==> config.mk <==
export PLATFORM = sky130hd
export DESIGN_NAME = pixel_walker
export DESIGN_NICKNAME = d
export VERILOG_FILES = /design/src/fractal_pkg.sv /design/src/pixel_walker.sv
export SDC_FILE = /design/constraint.sdc
export NUM_CORES = 1
export LEC_CHECK = 0
export BUFFER_PORTS_ARGS = -buffer_cell sky130_fd_sc_hd__buf_2
export CAP_MARGIN = 40
export CORE_MARGIN = 3
export CORE_UTILIZATION = 50
export DETAILED_ROUTE_END_ITERATION = 6
export GPL_TIMING_DRIVEN = 0
export PLACE_DENSITY_LB_ADDON = 0.25
export SKIP_CTS_REPAIR_TIMING = 1
export SLEW_MARGIN = 20
export SYNTH_ARGS = -nofsm -noshare
export SYNTH_HDL_FRONTEND = slang
export SYNTH_SLANG_ARGS = --single-unit
==> constraint.sdc <==
create_clock -name out_stream_aclk -period 7.3 [get_ports out_stream_aclk]
set_input_delay 1.46 -clock out_stream_aclk [delete_from_list [all_inputs] [get_ports out_stream_aclk]]
set_output_delay 1.46 -clock out_stream_aclk [all_outputs]
set_load 0.005 [all_outputs]
==> src/fractal_pkg.sv <==
// fractal generator shared types
`default_nettype none

package fractal_pkg;

    localparam int FRAC_BITS = 24; // signed Q8.24

    typedef logic signed [31:0] fixed_t;
    typedef logic [15:0] iter_t;

    //////////////////////////////
    // configuration and pixel data

    typedef struct packed {
        fixed_t      start_x;
        fixed_t      start_y;
        fixed_t      step;
        iter_t       max_iter;
        logic [15:0] x_size;
        logic [15:0] y_size;
        logic        run;
    } cfg_t;

    typedef struct packed {
        fixed_t re;
        fixed_t im;
        logic   sof;  // first pixel of frame
        logic   eol;  // last pixel of line
    } point_t;

    typedef struct packed {
        logic [7:0] r;
        logic [7:0] g;
        logic [7:0] b;
        logic       sof;
        logic       eol;
    } pixel_t;

    //////////////////////////////
    // register map, word indices

    localparam int REG_CTRL     = 0;  // bit 0 run
    localparam int REG_START_X  = 1;
    localparam int REG_START_Y  = 2;
    localparam int REG_STEP     = 3;
    localparam int REG_MAX_ITER = 4;  // bits 15:0
    localparam int REG_SIZE     = 5;  // y_size in 31:16, x_size in 15:0
    localparam int REG_COUNT    = 6;

    localparam logic [1:0] RESP_OKAY   = 2'b00;
    localparam logic [1:0] RESP_SLVERR = 2'b10;

endpackage

`default_nettype wire

==> src/pixel_walker.sv <==
// raster coordinate walker
`default_nettype none

module pixel_walker (
    input  wire logic                 out_stream_aclk,
    input  wire logic                 axi_resetn,
    input  wire fractal_pkg::cfg_t    cfg_i,
    input  wire logic                 next_i,
    output fractal_pkg::point_t       point_o,
    output logic                      frame_start_o
);

    logic [15:0]         x_q, y_q;
    fractal_pkg::fixed_t re_acc_q, im_acc_q;
    logic                last_x, last_y;

    assign last_x        = (x_q == cfg_i.x_size - 16'd1);
    assign last_y        = (y_q == cfg_i.y_size - 16'd1);
    assign frame_start_o = (x_q == '0) && (y_q == '0);

    // column 0 and row 0 take the start values straight from config
    always_comb begin
        point_o.re  = (x_q == '0) ? cfg_i.start_x : re_acc_q;
        point_o.im  = (y_q == '0) ? cfg_i.start_y : im_acc_q;
        point_o.sof = frame_start_o;
        point_o.eol = last_x;
    end

    always_ff @(posedge out_stream_aclk) begin
        if (!axi_resetn) begin
            x_q <= '0;
            y_q <= '0;
        end else if (next_i) begin
            if (last_x) begin
                x_q <= '0;
                y_q <= last_y ? 16'd0 : y_q + 16'd1;
            end else begin
                x_q <= x_q + 16'd1;
            end
        end
    end

    always_ff @(posedge out_stream_aclk) begin
        if (next_i) begin
            if (last_x) begin
                im_acc_q <= point_o.im - cfg_i.step;  // rows go down
            end else begin
                re_acc_q <= point_o.re + cfg_i.step;
            end
        end
    end

endmodule

`default_nettype wire

* Word level (Yosys, flattened, before mapping)
Index checks and enable logic that the tools add are counted.
Word-level totals: latch bits 0, output and inout port bits 67, bits in read-only memories 0, memories kept 0, input bits 148, bits in registers 96, RAM bits 0, word-level logic and storage cells 22
Cells by class: bitwise gates (word level) 1, $lt $le $gt $ge 0, reduce and logical (&&, ||, !) cells 5, multiply operators 0, add/subtract/negate cells 6, div/mod/pow operators 0, mux-type cells 4, eq/ne operators 2, shifts and indexed selects 0
Operators by type and width (count):
- $mux W32 | 2
- $add A16 B1 Y16 const B | 2
- $add A32 B32 Y32 | 1
- $eq A16 B16 Y1 | 2
- $logic_not A16 Y1 | 2
- $mux W16 | 2
- $sub A16 B1 Y16 const B | 2
- $sub A32 B32 Y32 | 1
- $reduce_and A2 Y1 | 2
- $logic_and A1 B1 Y1 | 1
- $not A1 Y1 | 1

* Depth between registers and ports, before layout
word-level depth 4, gate-level depth with buffers 18, gate-level depth less buffers 17

* Least setup slack after synthesis
OpenSTA, ideal clock, no wires.
path kind in2reg, from input port cfg_i[17] (netlist name), to register y_q[5], buffers on the path 1, arrival time 5.497 ns, setup time 0.115 ns, cell stages on the path 12, setup slack 1.688 ns, data required time 7.185 ns, path through inv_1 > ha_1 > or4b_1 > clkbuf_1 > or4b_1 > a211oi_1 > a211o_1 > o311a_1 > nand4b_1 > nor2_1 > a21boi_0 > o21a_1
Between the ends: longest elaborated chain between the ends 3
Ends and longest elaborated chain:
- start: declaration | line pixel_walker.sv:7 | input wire fractal_pkg::cfg_t cfg_i,
- $sub A16 B1 Y16 | line pixel_walker.sv:17 | assign last_x = (x_q == cfg_i.x_size - 16'd1);
- $eq A16 B16 Y1 | line pixel_walker.sv:17
- $reduce_and A2 Y1 (no line)
- end signal: assignment | line pixel_walker.sv:36 | y_q <= last_y ? 16'd0 : y_q + 16'd1;
- end: declaration | line pixel_walker.sv:13 | logic [15:0] x_q, y_q;
Every way passes these cells. A chain may end at the register's enable or synchronous reset.

* Worst setup path in the final report
from input port cfg_i[17] (netlist name), to output port point_o[0] (netlist name)
Between the ends: longest elaborated chain between the ends 2
Ends and longest elaborated chain:
- $sub A16 B1 Y16 | line pixel_walker.sv:17
- $eq A16 B16 Y1 | line pixel_walker.sv:17
- end: declaration | line pixel_walker.sv:9 | output fractal_pkg::point_t point_o,
Every way passes these cells.

==> results.py <==
metrics = {
    "status": {
        "status": "complete, no violations",
    },
    "critical_path": {
        "cp_slowest_stage_delay_ns": 0.52,
        "critPathRequiredTime_ns": 5.84,
        "path_max_fanout": 8,
        "rrSetupSlack_ns": 1.69,
        "critPathLaunchType": "input pin",
        "crit_chain": "buf_2, inv_1, ha_1, or4b_1, clkbuf_1, or4b_1, a211oi_1, a211o_1, o311a_1, nand4b_1, inv_1, buf_4, buf_2",
        "end_kind": "output pin",
        "arrival_ns": 4.54,
        "setup.worst_path.class": "input pin to output pin",
        "critPathSlowestCell": "or4b_1",
    },
    "clock_network": {
        "cts.clk_slew.worst_paths_ns": 0.06,
        "clk_path_buf_depth": 2,
        "cts_tree": "built",
        "htreeDepth": 3,
        "cts-buffers-inserted": 9,
        "cts_root_buf": "clkbuf_16",
        "worstSkewPairLatency_ns": 0.35,
        "clock-sinks": 96,
    },
    "global_route": {
        "grt_pass1_vias": 7249,
        "grt_pass1_wl_um": 34400,
        "grt_usage_pct": 23.0,
        "antenna_found_initial": 3,
        "grt_overflow_total": 0,
        "grt_start_max_net_pins": 25,
    },
    "place": {
        "dp_hpwl_um": 17700,
        "place_area_um2": 9870,
        "portBuffers": 194,
        "dp_worst_setup_slack_ns": 1.30,
        "place_congestion": 0.894,
    },
    "pwr": {
        "p_comb_share_pct": 37.7,
        "power_switching_uw": 573,
        "peakVddDrop_v": 0.000128,
        "netSwitchingFraction_pct": 31.7,
        "p_leak_uw": 0.00437,
        "p_int_uw": 1230,
        "seq_power_share_pct": 37.4,
        "cellPowerDensity_nw_per_um2": 178,
        "p_clk_share_pct": 24.9,
    },
    "routing": {
        "wl_met1_um": 9950,
        "dr.pass1.iters": 6,
        "ant_nets": 0,
        "wire_per_inst_um": 15.7,
        "wl_met3_um": 1220,
        "drt_iter0_markers": 347,
        "wirelength_um": 21800,
        "top_layer": "met5",
        "viasPerCell": 5.48,
        "vias": 7574,
        "wl_met2_um": 10200,
        "drc": 0,
    },
    "sta": {
        "timing.final.crit_share_pct": 82.2,
        "slew_viol_final": 0,
        "period_needed_ns": 6.00,
        "worstMarginPinSlew_ns": 0.771,
        "grt_setup_unrepaired": "false",
        "setup_ws_ns": 1.30,
        "fin_hold_ws_ns": 0.556,
        "timing.fmax_ghz": 0.167,
        "finalHoldViolations": 0,
        "timing.slew.headroom_pct": 47.9,
        "finClkSkew_ns": 0.00728,
        "final.setup.tns_ns": 0,
        "setup_viol": 0,
    },
    "synth": {
        "ys_dominant_reg_cell": "edfxtp_1",
        "ys_ff_latch": 96,
        "synthDistinctLibCells": 66,
        "synth_top_area_share_pct": 22.5,
        "synth_edf_count": 64,
        "synth-seq-area-share_pct": 30.0,
        "synthesis.nets": 1168,
        "yosys-top-cells-area": "edfxtp_1 (23%), ha_1 (10%), xnor2_1 (8.5%), mux2_2 (8.3%), dfxtp_1 (7.5%)",
        "syn_inst": 947,
        "syn_area_per_cell_um2": 9.02,
        "synth_area_um2": 8540,
        "ys_warn_count": 0,
        "synth_top_area_cell": "edfxtp_1",
        "async_flop_share_pct": 0,
    },
    "floorplan": {
        "ios": 215,
        "design.core.area_um2": 16600,
        "start_util_pct": 51.3,
        "chipWidth_um": 137,
        "die_h_um": 137,
        "num_rows": 47,
        "die_area_um2": 18700,
    },
    "run": {
        "max_cap_viol_count": 0,
    },
    "final_layout": {
        "final_area_um2": 10100,
        "drive_above_1_share_pct": 25.3,
        "final_nets": 1378,
        "layout_commonest_cell": "buf_2",
        "post-route-util_pct": 61.0,
        "final_cell_mix": "buf_2 (196), xnor2_1 (83), ha_1 (71)",
        "fillCellCount": 1510,
        "area_growth_pct": 18.8,
    },
    "hold_path": {
        "hold_class": "flop to flop",
    },
}
## power by group through the flow
stage	combinational (uW)	clock (uW)	sequential (uW)
6_report	682	450	677
5_1_grt	761	480	681
4_1_cts	681	463	676
3_5_place_dp	673	0	689
3_3_place_gp	664	0	687
2_1_floorplan	491	0	682
## cell type report
| type | instances | area (um2) | area share [%] |
|---|---|---|---|
| Clock inverter | 1 | 5.00 | 0.0493 |
| Tap cell | 220 | 275 | 2.71 |
| Multi-Input combinational cell | 761 | 5640 | 55.5 |
| Timing Repair Buffer | 199 | 1040 | 10.3 |
| Clock buffer | 15 | 268 | 2.64 |
| Buffer | 24 | 109 | 1.07 |
| Sequential cell | 96 | 2560 | 25.3 |
| Inverter | 66 | 248 | 2.44 |
| Antenna cell | 1 | 2.50 | 0.0247 |
## cell families after synthesis
kind of cell / synth area share [%]
multiplexers: 9.01
AND/OR/NAND/NOR: 18.6
XOR/XNOR: 12.4
buffers and inverters: 4.18
AO/OA/AOI/OAI: 14.9
adder cells (fa/ha/maj): 10.9
flip-flops: 30.0
## flip-flops by register name, indices dropped and copies added, names as in the netlist
register  count
im_acc_q     32
re_acc_q     32
x_q          16
y_q          16
## through the flow
stage	total power, uW	cells
6_report	1810	1383
5_1_grt	1920	1383
2_1_floorplan	1170	947
3_5_place_dp	1360	1365
3_3_place_gp	1350	1361
4_1_cts	1820	1381
## Yosys cell counts (8+ instances only)
| cell | number |
|---|---|
| nor2b_1 | 8 |
| o21a_1 | 13 |
| inv_1 | 66 |
| edfxtp_1 | 64 |
| dfxtp_1 | 32 |
| nand2b_1 | 13 |
| nor4_1 | 18 |
| xor2_1 | 38 |
| xnor2_1 | 83 |
| o21ai_0 | 39 |
| nand2_1 | 53 |
| nand4_1 | 11 |
| ha_1 | 71 |
| a211oi_1 | 12 |
| a21o_1 | 26 |
| clkbuf_1 | 20 |
| mux2_2 | 63 |
| nor3_1 | 26 |
| nor2_1 | 72 |
| a21oi_1 | 61 |
| and3_1 | 20 |
| nand3_1 | 34 |
## routing by layer
layer	track usage [%]	vias up
met4	7.28	4
li1	-	3884
met3	3.49	25
met5	0	-
met2	38.5	187
met1	30.5	3474
## worst max-delay path: cells and delay by family
| kind | cells | cell delay (ns) |
|---|---|---|
| simple gates | 3 | 1.32 |
| buf+inv | 6 | 0.91 |
| compound gates | 3 | 0.63 |
| fa+ha+maj | 1 | 0.22 |
## worst paths after layout
path / from / to / depth (start not counted)
setup / recovery: cfg_i[17] / point_o[0] / 13
hold / removal: y_q[0] / y_q[0] / 2
setup reg to reg: y_q[0] / im_acc_q[28] / 18
hold reg to reg: y_q[0] / y_q[0] / 2
(Power assumes the default switching activity.)
