`config.mk`:
```
export PLATFORM = sky130hd
export DESIGN_NAME = stream_out
export DESIGN_NICKNAME = d
export VERILOG_FILES = /design/src/fractal_pkg.sv /design/src/stream_out.sv
export SDC_FILE = /design/constraint.sdc
export NUM_CORES = 1
export LEC_CHECK = 0
export ABC_CLOCK_PERIOD_IN_PS = 800
export BUFFER_PORTS_ARGS = -buffer_cell sky130_fd_sc_hd__buf_2
export CAP_MARGIN = 30
export CORE_UTILIZATION = 38
export DETAILED_ROUTE_END_ITERATION = 16
export GPL_TIMING_DRIVEN = 1
export PLACE_DENSITY = 0.77
export SYNTH_ARGS = -nofsm -noshare
export SYNTH_HDL_FRONTEND = slang
export SYNTH_SLANG_ARGS = --single-unit
```
`constraint.sdc`:
```
create_clock -name out_stream_aclk -period 0.8 [get_ports out_stream_aclk]
set_input_delay 0.2 -clock out_stream_aclk [delete_from_list [all_inputs] [get_ports out_stream_aclk]]
set_output_delay 0.2 -clock out_stream_aclk [all_outputs]
set_load 0.005 [all_outputs]
```
`src/fractal_pkg.sv`:
```
// fractal generator shared types
`default_nettype none

package fractal_pkg;

    localparam int FRAC_BITS = 24; // signed Q8.24

    typedef logic signed [31:0] fixed_t;
    typedef logic [15:0] iter_t;

    //////////////////////////////
    // configuration and pixel data

    typedef struct packed {
        fixed_t      start_x;
        fixed_t      start_y;
        fixed_t      step;
        iter_t       max_iter;
        logic [15:0] x_size;
        logic [15:0] y_size;
        logic        run;
    } cfg_t;

    typedef struct packed {
        fixed_t re;
        fixed_t im;
        logic   sof;  // first pixel of frame
        logic   eol;  // last pixel of line
    } point_t;

    typedef struct packed {
        logic [7:0] r;
        logic [7:0] g;
        logic [7:0] b;
        logic       sof;
        logic       eol;
    } pixel_t;

    //////////////////////////////
    // register map, word indices

    localparam int REG_CTRL     = 0;  // bit 0 run
    localparam int REG_START_X  = 1;
    localparam int REG_START_Y  = 2;
    localparam int REG_STEP     = 3;
    localparam int REG_MAX_ITER = 4;  // bits 15:0
    localparam int REG_SIZE     = 5;  // y_size in 31:16, x_size in 15:0
    localparam int REG_COUNT    = 6;

    localparam logic [1:0] RESP_OKAY   = 2'b00;
    localparam logic [1:0] RESP_SLVERR = 2'b10;

endpackage

`default_nettype wire

```
`src/stream_out.sv`:
```
// axi-stream output stage
`default_nettype none

module stream_out (
    input  wire logic                 out_stream_aclk,
    input  wire logic                 axi_resetn,
    input  wire fractal_pkg::pixel_t  pix_i,
    input  wire logic                 pix_valid_i,
    input  wire logic                 tready_i,
    output logic                      ready_o,
    output logic [31:0]               tdata_o,
    output logic [3:0]                tkeep_o,
    output logic                      tlast_o,
    output logic                      tuser_o,
    output logic                      tvalid_o
);

    fractal_pkg::pixel_t beat_q;
    logic                valid_q;

    always_ff @(posedge out_stream_aclk) begin
        if (!axi_resetn) begin
            valid_q <= 1'b0;
        end else if (pix_valid_i) begin
            valid_q <= 1'b1;
        end else if (tready_i) begin
            valid_q <= 1'b0;
        end
    end

    always_ff @(posedge out_stream_aclk) begin
        if (pix_valid_i) begin
            beat_q <= pix_i;
        end
    end

    assign ready_o  = !valid_q;  // one beat deep
    assign tvalid_o = valid_q;
    assign tdata_o  = {8'h00, beat_q.r, beat_q.g, beat_q.b};
    assign tkeep_o  = 4'hf;
    assign tlast_o  = beat_q.eol;
    assign tuser_o  = beat_q.sof;

    beat_stable_a: assert property (@(posedge out_stream_aclk) disable iff (!axi_resetn)
        (tvalid_o && !tready_i) |=> (tvalid_o && $stable(tdata_o)));

endmodule

`default_nettype wire

```
# Word level (Yosys, flattened, before mapping)
# Cells that the tools add are included.
# totals
regBits,27
elab_cells,10
# classes
reduce_logical,2
n_mux,2
# op_table
cell,count
1-bit two-way mux,2
2-bit nonzero test,1
1-bit zero test,1

# Depth between registers and ports, before layout
# Gate-level depths: netlist of the first run.
# depth
word_depth,2
ltp_mapped,2
mapped_depth_nobuf,2

# Least setup slack after synthesis of the first run
# OpenSTA, ideal clock, no wires.
# synth_path
path_kind,register to register
start,register tvalid_o (netlist name)
end,"register valid_q, in the netlist tvalid_o"
synth_period_minus_slack_ns,0.688
setup_slack_ns,0.112
setup_time_ns,0.115
stages_incl_launch_ff,3
t_arrival_ns,0.573
path_cell_list,dfxtp_1 nor2b_1 o21a_1
# synth_rtl
element,line,source
"end signal, assigned",stream_out.sv:23,valid_q <= 1'b0;
"end signal, assigned",stream_out.sv:25,valid_q <= 1'b1;
"end signal, assigned",stream_out.sv:27,valid_q <= 1'b0;
"end, declared",stream_out.sv:19,logic valid_q;

# Worst setup path in the final report of the first run
# layout_path
start,"register beat_q, in the netlist tdata_o[4]"
end,output port tdata_o[4]
# layout_rtl
element,line,source
"start, declared",stream_out.sv:18,fractal_pkg::pixel_t beat_q;
"start signal, assigned",stream_out.sv:33,beat_q <= pix_i;
"end, declared",stream_out.sv:11,"output logic [31:0] tdata_o,"
# No word-level cell between the ends.

==> summary.md, run 1 <==
| Metric | Value |
|---|---|
| Avg WL per Cell | `9.90 µm` |
| Initial core utilization | `41.0%` |
| Fmax | `975 MHz` |
| IO Pins | `70` |
| Failing checks | `setup timing` |
| Initial antenna violation count | `0` |
| Setup TNS | `-5.84 ns` |
| Worst reg2reg path depth | `2` |
| Fillers | `187` |
| Comb pwr share | `10.2%` |
| Critical Path, Cell by Cell | `buf_2` |
| Top cells by area, synth | `edfxtp_1, buf_4, dfxtp_1, conb_1, o21a_1` |
| WHS Path Cells | `1` |
| Max_cap viols | `0` |
| Setup slack, reg-to-reg | `0.08 ns` |
| Synthesis warning total | `0` |
| Initial drt markers | `7` |
| Clk pin slew, worst setup/hold paths | `0.12 ns` |
| H-Tree Level Count | `1` |
| Final WS setup | `-0.225 ns` |
| Critical Path Stages | `1` |
| Remaining DRCs | `0` |
| RSZ-0062 raised after global routing | `true` |
| Num CTS Buffers | `3` |
| Fin nets | `136` |
| Tmin final | `1.03 ns` |
| I/O Buffers | `57` |
| WP data arrival | `0.83 ns` |
| Power Density | `1980 mW/mm²` |
| Cell Int Power | `0.00200 W` |
| Crit path max-delay family | `flip-flops` |
| Status | `finished with violations` |
| Final WL | `1320 µm` |
| Inserted Diodes | `0` |
| Cell taking the most area after synthesis | `edfxtp_1` |
| Clk buf depth | `2` |
| Synth Cell Area | `916 µm²` |
| DP Area | `0.00122 mm²` |
| Tot GR Track Use | `10.3%` |
| Leak | `0.567 nW` |
| DR vias | `539` |
| Slew Limit Fails | `0` |
| DIE HEIGHT | `51.1 µm` |
| Net Sw Frac | `19.1%` |
| TritonCTS clock tree | `yes` |
| Final setup skew | `0 ns` |
| Die ar. | `0.00261 mm²` |
| CP Class | `flip-flop to output port` |
| Psw | `0.000473 W` |
| Grt ovf | `0` |
| Area share of the largest cell type after synthesis | `85.2%` |
| Antenna-violating nets left | `0` |
| CP Capture Type | `output port` |
| Clock power frac | `21.5%` |
| Slowest CP cell | `edfxtp_1` |
| Seq pwr share | `68.3%` |
| DP HPWL | `1090 µm` |
| Peak VDD IR | `1.30 mV` |
| Tcrit/Tclk final | `128%` |
| Setup slack at placement | `0.00426 ns` |
| Die span in x | `51.1 µm` |
| Share of post-route cells with drive strength above 1 | `61.0%` |
| Final Hold Fails | `0` |
| Setup Fix Bufs, Post-CTS | `0` |
| FP Rows | `17` |
| Buf/Inv on CP | `1` |
| Final Cell Area | `0.00125 mm²` |
| Average vias per placed instance | `4.05` |
| Drt pass-1 iters | `3` |
| CP max stage delay | `0.39 ns` |
| Seq/Total Area, Yosys | `87.4%` |
| Routability Congestion | `0.689` |
| Post-synthesis cell count | `44` |
| Crit path max fanout | `1` |
| Flops & latches, synth | `27` |
| Crit path launch type | `flip-flop` |
| Syn_area_per_cell | `20.8 µm²` |
| Clock sinks | `27` |
| Hold Crit Class | `primary input to flip-flop` |
| CTS root buf | `clkbuf_4` |
| Req. time, crit path | `0.60 ns` |
| Pin count of the biggest net entering global routing | `15` |
| Worst skew pair latency | `0.30 ns` |
| First-pass GRT wire length | `1840 µm` |
| Setup Viol. Count Final | `28` |
| Core Region | `0.00223 mm²` |
| Number of global-route vias before repair | `438` |
| Syn-to-layout area delta | `36.6%` |
| Netlist cell types | `7` |
## cells in the final DEF, fill, tap and decap left out
master    instances
clkbuf_4          3
dfxtp_2           1
edfxtp_1         26
conb_1           12
clkbuf_1          1
inv_2             1
buf_12            2
buf_2            57
nor2b_1           1
o21a_1            1
## layer usage
layer	vias to the layer above	share of wire, %	global-route usage [%]
li1	254	-	-
met1	229	36	9.90
met2	54	43	15.6
met3	2	19	6.25
met4	0	1.6	8.33
met5	-	0	0
## path summary, 6_finish.rpt
kind,startpoint,end
min,pix_i[19],tdata_o[17]
min reg2reg,tvalid_o,tvalid_o
max,tdata_o[4],tdata_o[4]
max reg2reg,tvalid_o,tvalid_o
## synth_stat cells
cell,count
edfxtp_1,26
inv_1,1
o21a_1,1
nor2b_1,1
dfxtp_1,1
buf_4,12
conb_1,2
## power groups by stage
stage                     clock (W)  sequential [W]  combinational [W]
after floorplan                   0         0.00175          0.0000606
after global placement            0         0.00173           0.000252
after detailed placement          0         0.00173           0.000257
after CTS                  0.000560         0.00169           0.000256
after global routing       0.000592         0.00171           0.000279
final                      0.000532         0.00169           0.000253
## stage by stage
step                power (W)  cells  util, %  hold slack [ns]
floorplan             0.00181     54        -            0.299
global placement      0.00198    129     54.8            0.377
detailed placement    0.00198    129     54.8            0.378
CTS                   0.00251    133     56.0           0.0477
global route          0.00258    133     56.0           0.0399
finish                0.00248    133     56.0           0.0606
## worst reg2reg max path, cell delays in order, from the launching register on
cell and delay (ns):
dfxtp_2 0.35, nor2b_1 0.12, o21a_1 0.16
## timing repair
item	CTS	global route
endpoints found under the hold margin	0	0
resized for setup	1	1
hold buffers	0	0
setup endpoints to repair	28	28
pin swaps	0	0
cloned	0	0
## cells by family after synthesis
logic type	after synthesis	synth area share [%]
flops	27	87.4
simple gates	1	0.683
compound gates	1	0.820
buf+inv	13	10.2
other cells	2	0.820
## state kept, by name (all words and copies together), names as in the netlist
signal and flops:
tdata_o 24, tlast_o 1, tuser_o 1, tvalid_o 1
## final cells by class
type	count	area [µm²]	share of cell area (%)
Sequential cell	27	802	64.1
Timing Repair Buffer	59	325	26.0
Multi-Input combinational cell	14	58.8	4.70
Tap cell	28	35.0	2.80
Clock buffer	4	26.3	2.10
Inverter	1	3.75	0.300
Note: power is estimated with default switching activity, not from simulation.
==> inputs of run 2 (changes only) <==
- ABC_AREA: default -> 1
==> summary.md, run 2 <==
| Metric | Value |
|---|---|
| Number of flip-flops in the largest register | `24` |
| CP max stage delay | `0.39 ns` |
| Dpl cells | `131` |
| Async SR Flop Fraction | `0%` |
| Cell Int Power | `0.00200 W` |
| Setup Viol. Count Final | `28` |
| Clock power frac | `22.1%` |
| Post-synthesis cell count | `47` |
| EDFF count, synth | `26` |
| Syn-to-layout area delta | `35.7%` |
| Critical Path, Cell by Cell | `buf_2` |
| DP HPWL | `1110 µm` |
| Synthesis warning total | `0` |
| Comb pwr share | `10.1%` |
| Leak | `0.577 nW` |
| First-pass GRT wire length | `2170 µm` |
| H-Tree Level Count | `1` |
| Seq/Total Area, Yosys | `86.5%` |
| CP Capture Type | `output port` |
| Share of post-route cells with drive strength above 1 | `59.8%` |
| Fin nets | `138` |
| Initial core utilization | `41.1%` |
| Final core occ | `55.7%` |
| Max_cap viols | `0` |
| Clock sinks | `27` |
| Initial antenna violation count | `0` |
| Routability Congestion | `0.576` |
| Remaining DRCs | `0` |
| WP data arrival | `0.84 ns` |
| Antenna-violating nets left | `0` |
| Final Hold Fails | `0` |
| Fmax | `966 MHz` |
| Syn_area_per_cell | `19.7 µm²` |
| FP Rows | `17` |
| Initial drt markers | `4` |
| DP Area | `0.00121 mm²` |
| Flops & latches, synth | `27` |
| Top cells by area, synth | `edfxtp_1, buf_4, dfxtp_1, inv_1, a21oi_2` |
| Synth Cell Area | `926 µm²` |
| Hold Crit Class | `primary input to flip-flop` |
| Netlist cell types | `7` |
| Tot GR Track Use | `11.8%` |
| Cell taking the most area after synthesis | `edfxtp_1` |
| Area share of the largest cell type after synthesis | `84.3%` |
| Avg WL per Cell | `11.1 µm` |
| Final WS setup | `-0.236 ns` |
| Setup Fix Bufs, Post-CTS | `0` |
| Average vias per placed instance | `3.97` |
| Crit path max fanout | `1` |
| Tmin final | `1.04 ns` |
| Commonest non-fill, non-tap cell in the layout | `buf_2` |
| TritonCTS clock tree | `yes` |
| Num CTS Buffers | `3` |
| DIE HEIGHT | `51.4 µm` |
| Clk pin slew, worst setup/hold paths | `0.13 ns` |
| Peak VDD IR | `1.03 mV` |
| IO Pins | `70` |
| Seq pwr share | `67.8%` |
| Top-count cell post-synth | `edfxtp_1` |
| CTS root buf | `clkbuf_4` |
| Die span in x | `51.4 µm` |
| Synth Flop Type | `edfxtp_1` |
| Psw | `0.000496 W` |
| Tcrit/Tclk final | `129%` |
| Non-Filler Instances | `135` |
| Crit path launch type | `flip-flop` |
| Fillers | `195` |
| Number of global-route vias before repair | `474` |
| Status | `finished with violations` |
| Slew Limit Fails | `0` |
| Power Density | `1990 mW/mm²` |
| Die ar. | `0.00264 mm²` |
| Final Cell Area | `0.00126 mm²` |
| Slowest CP cell | `edfxtp_1` |
| Final WL | `1500 µm` |
| Worst skew pair latency | `0.30 ns` |
| I/O Buffers | `57` |
| Req. time, crit path | `0.60 ns` |
| Final setup skew | `0 ns` |
| Net Sw Frac | `19.9%` |
| Crit path max-delay family | `flip-flops` |
| CP Class | `flip-flop to output port` |
| Clk buf depth | `2` |
| Pin count of the biggest net entering global routing | `28` |
| Inserted Diodes | `0` |
| DR vias | `536` |
| Buf/Inv on CP | `1` |
| Failing checks | `setup timing` |
| Commonest cells after routing, fill and taps aside | `buf_2, edfxtp_1, conb_1` |
| Grt ovf | `0` |
| Drt pass-1 iters | `2` |
| RSZ-0062 raised after global routing | `true` |
| Commonest cells post-synth | `edfxtp_1, buf_4, inv_1, conb_1` |
| Core Region | `0.00225 mm²` |
run 2: cell types whose count changed after synthesis:
cell | before | now
nand2_1 | 0 | 1
a21oi_2 | 0 | 1
o21a_1 | 1 | 0
nor2b_1 | 1 | 0
inv_1 | 1 | 4
run 2: kinds of logic after synthesis:
group | after synthesis | synth area share (%)
buffers and inverters | 16 | 11.4
flip-flops | 27 | 86.5
AO/OA/AOI/OAI | 1 | 0.946
other | 2 | 0.811
AND/OR/NAND/NOR | 1 | 0.405
run 2: timing repair:
item                                    CTS  global route
hold buffers                              0             0
gates resized for setup                   1             4
endpoints found under the hold margin     0             0
endpoints found under the setup margin   28            28
run 2: power groups by stage:
stage	Combinational [W]	Clock [W]	Sequential, W
final	0.000253	0.000551	0.00169
after global routing	0.000283	0.000617	0.00171
after CTS	0.000248	0.000576	0.00169
after detailed placement	0.000248	0	0.00173
after global placement	0.000241	0	0.00173
after floorplan	0.0000636	0	0.00175
run 2: routing by layer:
metal / GRT usage [%] / up-vias / part of all wire (%)
li1: - / 258 / -
met1: 13.5 / 234 / 42
met2: 19.3 / 42 / 45
met3: 2.98 / 2 / 12
met4: 8.11 / 0 / 1.3
met5: 0 / - / 0
run 2: worst paths after layout:
kind                    start     endpoint  slack, ns  depth (start not counted)
setup / recovery  tdata_o[16]  tdata_o[16]      -0.24                          1
hold / removal       pix_i[1]      tuser_o       0.05                          1
setup reg to reg     tvalid_o     tvalid_o       0.18                          2
hold reg to reg      tvalid_o     tvalid_o       0.52                          2
run 2: cell type report:
type,count,area [µm²],share of cell area (%)
inverters,4,15.0,1.20
repair buffers,58,318,25.3
well taps,28,35.0,2.79
multi-input cells,14,57.6,4.58
clock buffers,4,26.3,2.09
flip-flops and latches,27,805,64.0
run 2: per-stage QoR:
step	total power [W]	setup TNS, ns	hold WS (ns)	setup slack (ns)
4_1_cts	0.00252	-6.46	0.0422	-0.262
3_5_place_dp	0.00197	-0.0327	0.378	-0.00183
5_1_grt	0.00261	-7.35	0.0337	-0.284
3_3_place_gp	0.00197	0	0.377	0.00875
2_1_floorplan	0.00181	0	0.299	0.210
6_report	0.00250	-6.03	0.0547	-0.236
run 2: worst reg2reg max path: stages, from the launching register on:
cell and delay, ns:
dfxtp_4 0.39, nand2_1 0.07, a21oi_2 0.11
