`config.mk`:
```
export PLATFORM = sky130hd
export DESIGN_NAME = axil_regs
export DESIGN_NICKNAME = d
export VERILOG_FILES = /design/src/fractal_pkg.sv /design/src/axil_regs.sv
export SDC_FILE = /design/constraint.sdc
export NUM_CORES = 1
export LEC_CHECK = 0
export ABC_AREA = 1
export CAP_MARGIN = 10
export CORE_MARGIN = 2
export CORE_UTILIZATION = 58
export DETAILED_ROUTE_END_ITERATION = 6
export DONT_BUFFER_PORTS = 1
export PLACE_DENSITY = 0.76
export SYNTH_ARGS = -nofsm -noshare
export SYNTH_HDL_FRONTEND = slang
export SYNTH_SLANG_ARGS = --single-unit
```
`constraint.sdc`:
```
create_clock -name out_stream_aclk -period 6.4 [get_ports out_stream_aclk]
set_clock_uncertainty 0.15 [all_clocks]
set_input_delay 0.32 -clock out_stream_aclk [delete_from_list [all_inputs] [get_ports out_stream_aclk]]
set_output_delay 0.32 -clock out_stream_aclk [all_outputs]
set_load 0.02 [all_outputs]
```
`src/fractal_pkg.sv`:
```
// fractal generator shared types
`default_nettype none

package fractal_pkg;

    localparam int FRAC_BITS = 24; // signed Q8.24

    typedef logic signed [31:0] fixed_t;
    typedef logic [15:0] iter_t;

    //////////////////////////////
    // configuration and pixel data

    typedef struct packed {
        fixed_t      start_x;
        fixed_t      start_y;
        fixed_t      step;
        iter_t       max_iter;
        logic [15:0] x_size;
        logic [15:0] y_size;
        logic        run;
    } cfg_t;

    typedef struct packed {
        fixed_t re;
        fixed_t im;
        logic   sof;  // first pixel of frame
        logic   eol;  // last pixel of line
    } point_t;

    typedef struct packed {
        logic [7:0] r;
        logic [7:0] g;
        logic [7:0] b;
        logic       sof;
        logic       eol;
    } pixel_t;

    //////////////////////////////
    // register map, word indices

    localparam int REG_CTRL     = 0;  // bit 0 run
    localparam int REG_START_X  = 1;
    localparam int REG_START_Y  = 2;
    localparam int REG_STEP     = 3;
    localparam int REG_MAX_ITER = 4;  // bits 15:0
    localparam int REG_SIZE     = 5;  // y_size in 31:16, x_size in 15:0
    localparam int REG_COUNT    = 6;

    localparam logic [1:0] RESP_OKAY   = 2'b00;
    localparam logic [1:0] RESP_SLVERR = 2'b10;

endpackage

`default_nettype wire

```
`src/axil_regs.sv`:
```
// axi-lite configuration registers
`default_nettype none

module axil_regs #(
    parameter int AXIL_ADDR_WIDTH = 8
) (
    input  wire logic                       out_stream_aclk,
    input  wire logic                       axi_resetn,
    input  wire logic [AXIL_ADDR_WIDTH-1:0] awaddr_i,
    input  wire logic                       awvalid_i,
    output logic                            awready_o,
    input  wire logic [31:0]                wdata_i,
    input  wire logic                       wvalid_i,
    output logic                            wready_o,
    output logic [1:0]                      bresp_o,
    output logic                            bvalid_o,
    input  wire logic                       bready_i,
    input  wire logic [AXIL_ADDR_WIDTH-1:0] araddr_i,
    input  wire logic                       arvalid_i,
    output logic                            arready_o,
    output logic [31:0]                     rdata_o,
    output logic [1:0]                      rresp_o,
    output logic                            rvalid_o,
    input  wire logic                       rready_i,
    output fractal_pkg::cfg_t               cfg_o
);

    typedef enum logic [2:0] {W_IDLE, W_WAIT_DATA, W_WAIT_ADDR, W_WRITE, W_RESP} wr_state_t;
    typedef enum logic [1:0] {R_IDLE, R_FETCH, R_DATA} rd_state_t;

    wr_state_t   wr_state;
    rd_state_t   rd_state;
    logic [31:0] regs [fractal_pkg::REG_COUNT];
    logic [2:0]  wr_idx, rd_idx;
    logic        wr_ok, rd_ok;
    logic [31:0] wr_data, rd_data;

    // word index in [4:2], everything above must be zero
    function automatic logic addr_ok(input logic [AXIL_ADDR_WIDTH-1:0] addr);
        return ((addr >> 5) == '0) && (addr[4:2] < fractal_pkg::REG_COUNT);
    endfunction

    //////////////////////////////
    // write side

    always_ff @(posedge out_stream_aclk) begin
        if (!axi_resetn) begin
            wr_state <= W_IDLE;
            for (int i = 0; i < fractal_pkg::REG_COUNT; i++) begin
                regs[i] <= '0;
            end
        end else begin
            case (wr_state)
                W_IDLE: begin
                    if (awvalid_i) begin
                        wr_idx <= awaddr_i[4:2];
                        wr_ok  <= addr_ok(awaddr_i);
                    end
                    if (wvalid_i) begin
                        wr_data <= wdata_i;
                    end
                    case ({awvalid_i, wvalid_i})
                        2'b11:   wr_state <= W_WRITE;
                        2'b10:   wr_state <= W_WAIT_DATA;
                        2'b01:   wr_state <= W_WAIT_ADDR;
                        default: wr_state <= W_IDLE;
                    endcase
                end
                W_WAIT_DATA: begin
                    if (wvalid_i) begin
                        wr_data  <= wdata_i;
                        wr_state <= W_WRITE;
                    end
                end
                W_WAIT_ADDR: begin
                    if (awvalid_i) begin
                        wr_idx   <= awaddr_i[4:2];
                        wr_ok    <= addr_ok(awaddr_i);
                        wr_state <= W_WRITE;
                    end
                end
                W_WRITE: begin
                    if (wr_ok) begin
                        regs[wr_idx] <= wr_data; // bad address dropped
                    end
                    wr_state <= W_RESP;
                end
                W_RESP: begin
                    if (bready_i) begin
                        wr_state <= W_IDLE;
                    end
                end
                default: wr_state <= W_IDLE;
            endcase
        end
    end

    assign awready_o = (wr_state == W_IDLE) || (wr_state == W_WAIT_ADDR);
    assign wready_o  = (wr_state == W_IDLE) || (wr_state == W_WAIT_DATA);
    assign bvalid_o  = (wr_state == W_RESP);
    assign bresp_o   = wr_ok ? fractal_pkg::RESP_OKAY : fractal_pkg::RESP_SLVERR;

    //////////////////////////////
    // read side

    always_ff @(posedge out_stream_aclk) begin
        if (!axi_resetn) begin
            rd_state <= R_IDLE;
        end else begin
            case (rd_state)
                R_IDLE: begin
                    if (arvalid_i) begin
                        rd_idx   <= araddr_i[4:2];
                        rd_ok    <= addr_ok(araddr_i);
                        rd_state <= R_FETCH;
                    end
                end
                R_FETCH: begin
                    rd_data  <= rd_ok ? regs[rd_idx] : '0;
                    rd_state <= R_DATA;
                end
                R_DATA: begin
                    if (rready_i) begin
                        rd_state <= R_IDLE;
                    end
                end
                default: rd_state <= R_IDLE;
            endcase
        end
    end

    assign arready_o = (rd_state == R_IDLE);
    assign rvalid_o  = (rd_state == R_DATA);
    assign rdata_o   = rd_data;
    assign rresp_o   = rd_ok ? fractal_pkg::RESP_OKAY : fractal_pkg::RESP_SLVERR;

    always_comb begin
        cfg_o.start_x  = regs[fractal_pkg::REG_START_X];
        cfg_o.start_y  = regs[fractal_pkg::REG_START_Y];
        cfg_o.step     = regs[fractal_pkg::REG_STEP];
        cfg_o.max_iter = regs[fractal_pkg::REG_MAX_ITER][15:0];
        cfg_o.x_size   = regs[fractal_pkg::REG_SIZE][15:0];
        cfg_o.y_size   = regs[fractal_pkg::REG_SIZE][31:16];
        cfg_o.run      = regs[fractal_pkg::REG_CTRL][0];
    end

    state_legal_a: assert property (@(posedge out_stream_aclk) disable iff (!axi_resetn)
        (wr_state inside {W_IDLE, W_WAIT_DATA, W_WAIT_ADDR, W_WRITE, W_RESP}) &&
        (rd_state inside {R_IDLE, R_FETCH, R_DATA}));

endmodule

`default_nettype wire

```
# After elaboration in Yosys (flattened, before gate mapping)
# Memories as Yosys holds them, arrays and structs flattened. A register that Yosys moved wholly into a read port is not among the register bits.
# Cells that the tools add are included.
[classes]
order_cmp = 2
n_eq_ne = 14
mux = 18
n_reduce_logical = 18
[op_table]
columns = ["op", "n"]
rows = [
  ["two-way mux 32 bit", 1],
  ["OR reduction 32 bit", 1],
  ["zero test 8 bit", 2],
  ["case mux 3 bit (5 select lines)", 1],
  ["two-way mux 3 bit", 4],
  ["case mux 2 bit (3 select lines)", 2],
  ["AND reduction 3 bit", 4],
  ["two-way mux 2 bit", 4],
  ["== test 2 bit, second input constant", 3],
  ["== test 3 x 2 -> 1 bit, second input constant", 2],
  ["less-than comparator 3 bit, second input constant", 2],
  ["two-way mux 1 bit", 6],
  ["!= test 2 bit, second input constant", 3],
  ["== test 2 x 1 -> 1 bit, second input constant", 2],
  ["!= test 2 x 1 -> 1 bit, second input constant", 2],
  ["AND reduction 2 bit", 2],
  ["OR reduction 2 bit", 2],
  ["== test 3 x 1 -> 1 bit, second input constant", 1],
  ["== test 3 bit, second input constant", 1],
  ["zero test 3 bit", 1],
  ["logical AND 1 bit", 2],
  ["zero test 2 bit", 1],
  ["logical OR 1 bit", 2],
  ["zero test 1 bit", 1],
]
[word_totals]
ff_bits = 45
ram_bits = 192
inputBits = 55
output_inout_bits = 186
word_cells = 60
memories = 1
[mem_list]
columns = ["name", "words", "word_bits", "read_ports", "rd_clocked_by_memory_dff", "wr", "line_no", "source"]
rows = [
  ["regs", 6, 32, 7, 1, 6, "axil_regs.sv:33", "logic [31:0] regs [fractal_pkg::REG_COUNT];"],
]

# Longest topological paths before layout
# Gate-level depths: netlist (run 1).
[depth]
word_depth = 6
ltp_mapped = 9
mapped_depth_nobuf = 6

# Worst setup path before layout (run 1)
# Ideal clock, no wire load.
[synth_path]
path_type = "input to register"
start = "in axi_resetn"
end = "reg wr_data[0], enable pin"
setup_time_ps = 501
t_arrival_ps = 3858
t_required_ps = 5749
slack_ps = 1890
stages = 3
path_buffers = 1
cell_sequence = "clkbuf_1 inv_1 nor4_1"
[synth_between]
elab_chain_cells = 1
[synth_rtl]
columns = ["element", "line_no", "source"]
rows = [
  ["start, declared", "axil_regs.sv:8", "input wire logic axi_resetn,"],
  ["AND reduction 3 bit (no source line)", "n/a", ""],
  ["end signal, assigned", "axil_regs.sv:60", "wr_data <= wdata_i;"],
  ["end signal, assigned", "axil_regs.sv:71", "wr_data <= wdata_i;"],
  ["end, declared", "axil_regs.sv:36", "logic [31:0] wr_data, rd_data;"],
]
# No other way between the ends.
# A chain may end at the register's enable or synchronous reset.

==> impl_metrics.csv, run 1 <==
group,metric,value,unit
run_status,status,"finished clean",
synth,synth_edf_count,328,
power_and_ir_drop,leakagePower,5.87,nW
routing,drc,0,
routing,drt_wl_total,35500,µm
routing,vias,9321,
sta,fin_crit_sh,64.0,%
clock_tree,root_buffer,"clkbuf_16",
clock_tree,cts_buffers,35,
clock_tree,cts_resized,0,
cells_and_area,final-instance-count-excl-fill,1622,
placed_design,io_buffer_count,0,
synth,synth.most_common_cell,"nor2_1",
placed_design,dp.cells,1515,
synth,yosysTopAreaCell,"edfxtp_1",
flow_run,max_cap_viol_count,0,
setup_path,worstSetupPathType,"register to register",
cells_and_area,area_delta_synth_final,10.9,%
synth,syn_area_per_cell,11.1,µm²
synth,yosysTopAreaCellShare,69.6,%
die,coreArea,24100,µm²
global_route,antenna_found_initial,1,
power_and_ir_drop,pwr_density_cell,314,nW/µm²
worst_hold_path,hp-class,"input pin to register",
die,start_util,58.7,%
synth,synthArstFlopShare,0,%
setup_path,cp_cell_sequence,"nand2_1, nor2_4, nand3_4, inv_2, nand4_4, nand2_2",
setup_path,reg2reg_slack,2300,ps
placed_design,hpwl,19800,µm
routing,wire_per_inst,21.9,µm
sta,timing.fmax,244,MHz
synth,seq_area_frac_synth,70.3,%
synth,ys_ff_latch,333,
synth,ys_top_cells_by_area,"edfxtp_1 70%, nor2_1 11%, o21ai_0 4.6%, inv_1 2.1%, nand2_1 2.1%",
routing,drt-pass1-iter-count,5,
clock_tree,clkSinkCount,333,
setup_path,start_kind,"register",
setup_path,cp_max_fo,34,
sta,slew_viol_final,0,
synth,netlist_area,14100,µm²
setup_path,cp.arrival,4060,ps
worst_hold_path,min_from,"araddr_i[7]",
placed_design,placed_area,14100,µm²
synth,synthFlopType,"edfxtp_1",
synth,synthCells,1269,
sta,finalCriticalPeriod,4100,ps
setup_path,reg2reg_from,"wr_state[1]$_SDFFE_PN0P_",
setup_path,slowest_delay,1160,ps
routing,dr.first_iter.drc_count,964,
clock_tree,cts.path.max_buffers,3,
synth,ys_types,26,
global_route,grt_overflow,0,
sta,relSlewSlack,22.9,%
routing,vias_per_cell,5.75,
global_route,grt_first_pass_wirelength,53300,µm
clock_tree,clk-insertion-delay-late,500,ps
placed_design,gp_congestion,0.828,
setup_path,cpMaxStageDelayCell,"nand2_2",
die,dieHeight,160,µm
cells_and_area,nets,1329,
power_and_ir_drop,total_power,4.92,mW
global_route,grt_max_degree,98,
die,rows,57,
sta,hold_viol,0,
cells_and_area,final.fill_count,1793,
synth,synthTopCellsByCount,"428 x nor2_1, 328 x edfxtp_1, 130 x o21ai_0, 81 x inv_1, 79 x nand2_1",
clock_tree,cts.clk_slew.worst_paths,60,ps
sta,worst_pin_slew,1150,ps
worst_hold_path,min_to,"rd_ok$_DFFE_PP_",
clock_tree,cts_tree,"done",
setup_path,required,6360,ps
global_route,track_usage,27.5,%
global_route,grt_pass1_vias,9234,
cells_and_area,layout-drive-gt1-share,8.64,%
clock_tree,cts.htree.levels,2,
cells_and_area,final_cell_area,15700,µm²
sta,rsz0062_at_grt,"false",
setup_path,rr_endpoint,"regs[4][17]$_SDFFCE_PN0P_",
synth,yosysWarnings,0,
routing,ant_nets,0,
setup_path,rr_worst_depth,6,
die,io_pins,241,
sta,setup_viol,0,
worst_hold_path,min_path_cells,2,
sta,fin_setup_tns,0,ps
die,dieArea,25700,µm²
setup_path,endpoint_kind,"register",
power_and_ir_drop,peakVddDrop,0.218,mV
die,die_w,160,µm
-- registers in the layout, summed over array words and instances (netlist names) --
| signal | cells |
|---|---|
| wr_state | 3 |
| rd_ok | 1 |
| rdata_o | 32 |
| rd_idx | 3 |
| wr_idx | 3 |
| wr_ok | 1 |
| regs | 256 |
| wr_data | 32 |
| rd_state | 2 |
-- cells by family after synthesis --
logic type / synth area share [%]
AOI/OAI and AO/OA: 5.98
buffers and inverters: 6.15
DFF: 70.3
other: 0.0265
and+or+nand+nor: 17.5
-- critical path, delay by kind of cell, from the launching register on --
| family | cells | cell delay [ps] |
|---|---|---|
| AND/OR/NAND/NOR | 5 | 2450 |
| buffers and inverters | 1 | 650 |
| flip-flops | 1 | 420 |
-- how the worst max path moves through the flow --
stage / endpoint / slack, ps / depth (start not counted) / startpoint
6_report: regs[4][17]$_SDFFCE_PN0P_ / 2300 / 6 / wr_state[1]$_SDFFE_PN0P_
4_1_cts: regs[4][19]$_SDFFCE_PN0P_ / 2270 / 6 / wr_state[1]$_SDFFE_PN0P_
3_3_place_gp: regs[4][16]$_SDFFCE_PN0P_ / 2390 / 6 / wr_state[1]$_SDFFE_PN0P_
3_5_place_dp: regs[4][15]$_SDFFCE_PN0P_ / 2290 / 6 / wr_state[1]$_SDFFE_PN0P_
2_1_floorplan: wr_data[0]$_DFFE_PP_ / 1890 / 3 / axi_resetn
5_1_grt: regs[4][17]$_SDFFCE_PN0P_ / 2090 / 6 / wr_state[1]$_SDFFE_PN0P_
-- per-stage QoR --
step	setup WS, ps	hold WS, ps	utilization (%)
2_1_floorplan	1890	269	-
3_3_place_gp	2390	269	58.7
3_5_place_dp	2290	269	58.7
4_1_cts	2270	29.4	65.1
5_1_grt	2090	36.4	65.1
6_report	2300	41.6	65.1
-- layout make-up --
| type | instances | area (µm²) | share of cell area [%] |
|---|---|---|---|
| clock inverter | 19 | 145 | 0.925 |
| inverter | 83 | 314 | 2.00 |
| multi-input combinational | 763 | 3380 | 21.6 |
| tap | 324 | 405 | 2.58 |
| clock buffer | 41 | 941 | 6.00 |
| antenna | 1 | 2.50 | 0.0159 |
| sequential | 333 | 9950 | 63.4 |
| timing repair buffer | 58 | 551 | 3.51 |
-- timing repair --
action	CTS	global route
buffers inserted	0	0
endpoints found under the hold margin	49	0
hold buffers	46	0
-- layer usage --
layer | vias up | wire length (µm) | part of all wire [%] | global-route usage [%]
li1 | 4239 | - | - | -
met1 | 4520 | 13100 | 37 | 33.3
met2 | 483 | 17900 | 51 | 47.9
met3 | 79 | 3470 | 9.8 | 7.64
met4 | 0 | 995 | 2.8 | 9.21
met5 | - | 0 | 0 | 0
-- where the power goes --
part	internal, mW	total (mW)	switching [mW]
combinational	0.0919	0.342	0.250
clock	1.13	1.94	0.806
sequential	2.51	2.65	0.136
total	3.73	4.92	1.19
-- cells in the final DEF (no fill, tap or decap), types with 7 or more instances in the layout --
| cell type | count |
|---|---|
| nand3_1 | 41 |
| nand2_1 | 74 |
| o21ai_1 | 30 |
| edfxtp_1 | 328 |
| dlygate4sd3_1 | 46 |
| inv_1 | 80 |
| clkinv_1 | 7 |
| buf_4 | 12 |
| nor2_2 | 29 |
| o21ai_0 | 130 |
| clkbuf_16 | 37 |
| clkinv_2 | 9 |
| nor2_1 | 426 |
(Power assumes the default switching activity.)
==> run 2: changes to the inputs <==
==> constraint.sdc (replaced) <==
create_clock -name out_stream_aclk -period 4.3 [get_ports out_stream_aclk]
set_clock_uncertainty 0.15 [all_clocks]
set_input_delay 0.215 -clock out_stream_aclk [delete_from_list [all_inputs] [get_ports out_stream_aclk]]
set_output_delay 0.215 -clock out_stream_aclk [all_outputs]
set_load 0.02 [all_outputs]
==> run 2 against run 1 <==
Sequential cell count unchanged. Highest routed layer unchanged. Combinational power increased by 53%. Critical endpoint is now regs[1][24]$_SDFFCE_PN0P_. First-iteration DRC count is 0.73% higher. Wire length shrank 2.4%. Critical path type unchanged. Largest power group unchanged.
==> impl_metrics.csv, run 2 (synthesis gave the netlist of run 1 again) <==
group,metric,value,unit
run_status,status,"finished clean",
setup_path,rr_endpoint,"regs[1][24]$_SDFFCE_PN0P_",
setup_path,endpoint,"regs[1][24]$_SDFFCE_PN0P_",
sta,hold_viol,0,
sta,finalCriticalPeriod,3070,ps
global_route,track_usage,26.7,%
sta,setup_viol,0,
placed_design,gp_congestion,0.816,
global_route,busiest_layer,"met2",
setup_path,worstSetupPathType,"register to register",
sta,fin_setup_tns,0,ps
clock_tree,cts_buffers,35,
setup_path,cp.arrival,3040,ps
cells_and_area,final_cell_mix,"426 x nor2_1, 328 x edfxtp_1, 130 x o21ai_0",
sta,rsz0062_at_grt,"false",
global_route,grt_first_pass_wirelength,51700,µm
die,dieHeight,160,µm
cells_and_area,layout-drive-gt1-share,8.12,%
global_route,antenna_found_initial,1,
routing,vias,9423,
global_route,use_met2,45.0,%
cells_and_area,largest_reg_flops,256,
power_and_ir_drop,pwr_density_cell,461,nW/µm²
clock_tree,cts.clk_slew.worst_paths,60,ps
power_and_ir_drop,peakVddDrop,0.416,mV
setup_path,endpoint_kind,"register",
global_route,use_met3,6.83,%
global_route,grt_pass1_vias,9182,
clock_tree,cts.path.max_buffers,3,
worst_hold_path,hp-class,"input pin to register",
sta,fin_crit_sh,71.5,%
setup_path,required,4270,ps
global_route,grt_overflow,0,
clock_tree,cts_tree,"done",
sta,relSlewSlack,25.0,%
die,start_util,58.7,%
die,io_pins,241,
routing,ant_nets,0,
clock_tree,clk-insertion-delay-late,510,ps
clock_tree,clkSinkCount,333,
sta,timing.fmax,325,MHz
cells_and_area,top_register,"regs",
cells_and_area,utilization,65.3,%
setup_path,start_kind,"register",
sta,slew_viol_final,0,
placed_design,io_buffer_count,0,
die,rows,57,
cells_and_area,nets,1336,
global_route,grt.met1_usage,32.9,%
clock_tree,cts.htree.levels,2,
routing,wire_per_inst,21.2,µm
setup_path,rr_worst_depth,6,
setup_path,cp_max_fo,33,
cells_and_area,area_delta_synth_final,11.2,%
sta,worst_pin_slew,1120,ps
routing,drc,0,
die,dieArea,25700,µm²
routing,vias_per_cell,5.78,
routing,drt_wl_total,34600,µm
power_and_ir_drop,leakagePower,5.88,nW
cells_and_area,final_common_cell,"nor2_1",
routing,dr.first_iter.drc_count,971,
setup_path,reg2reg_slack,1230,ps
global_route,grt_max_degree,117,
sta,whs,180,ps
die,coreArea,24100,µm²
flow_run,max_cap_viol_count,0,
die,die_w,160,µm
setup_path,reg2reg_from,"wr_state[1]$_SDFFE_PN0P_",
placed_design,hpwl,19600,µm
clock_tree,root_buffer,"clkbuf_16",
routing,drt-pass1-iter-count,6,
clock_tree,cts_resized,0,
setup_path,cp-startpoint,"wr_state[1]$_SDFFE_PN0P_",
## run 2: cell types whose count changed in the layout (fill, tap and decap cells not counted), moves of 2 or more
cell           previous run  this run
clkinv_2                  9         2
clkbuf_1                  4        10
clkinv_1                  7        11
dlygate4sd3_1            46        50
buf_4                    12        14
## run 2: worst min path at each step
stage / slack (ps) / cells past startpoint / from / to
6_report: 180 / 1 / wdata_i[7] / wr_data[7]$_DFFE_PP_
5_1_grt: 170 / 1 / wdata_i[7] / wr_data[7]$_DFFE_PP_
4_1_cts: 160 / 1 / wdata_i[10] / wr_data[10]$_DFFE_PP_
3_5_place_dp: 160 / 0 / wdata_i[29] / wr_data[29]$_DFFE_PP_
3_3_place_gp: 160 / 0 / wdata_i[12] / wr_data[12]$_DFFE_PP_
2_1_floorplan: 160 / 0 / araddr_i[2] / rd_idx[0]$_DFFE_PP_
## run 2: cell type report
class	instances	area [µm²]
antenna	1	2.50
clock buffer	47	963
clock inverter	14	88.8
fill	1778	8370
inverter	83	314
multi-input combinational	763	3390
sequential	333	9950
tap	324	405
timing repair buffer	65	626
## run 2: worst max-delay path: stages (launching register included)
cell and delay (ps):
dfxtp_1 450, nand2_1 140, nor2_4 140, nand3_4 120
nor2_4 180, nand3_4 470, nand2_2 1020
## run 2: routing by layer
layer,share of wire [%],up-vias,wire [µm]
met4,3.2,0,1110
met3,11,94,3700
met1,36,4512,12600
met5,0,-,0
li1,-,4251,-
met2,50,566,17200
## run 2: power breakdown
part	total (mW)	switching (mW)	internal [mW]
combinational	0.522	0.375	0.148
clock	2.80	1.17	1.63
sequential	3.94	0.202	3.74
total	7.26	1.75	5.51
## run 2: repair_timing
action	in CTS	in global routing
hold endpoints to repair	81	0
hold buffers	50	0
buffers inserted	0	0
## run 2: metrics by stage
| stage | worst slack (ps) | power [mW] | std cells | area (µm²) |
|---|---|---|---|---|
| after floorplan | 391 | 4.32 | 1270 | 14200 |
| after global placement | 1370 | 4.46 | 1518 | 14200 |
| after detailed placement | 1290 | 4.48 | 1518 | 14200 |
| after CTS | 1280 | 7.28 | 1629 | 15700 |
| after global routing | 1110 | 7.47 | 1630 | 15700 |
| final | 1230 | 7.26 | 1630 | 15700 |
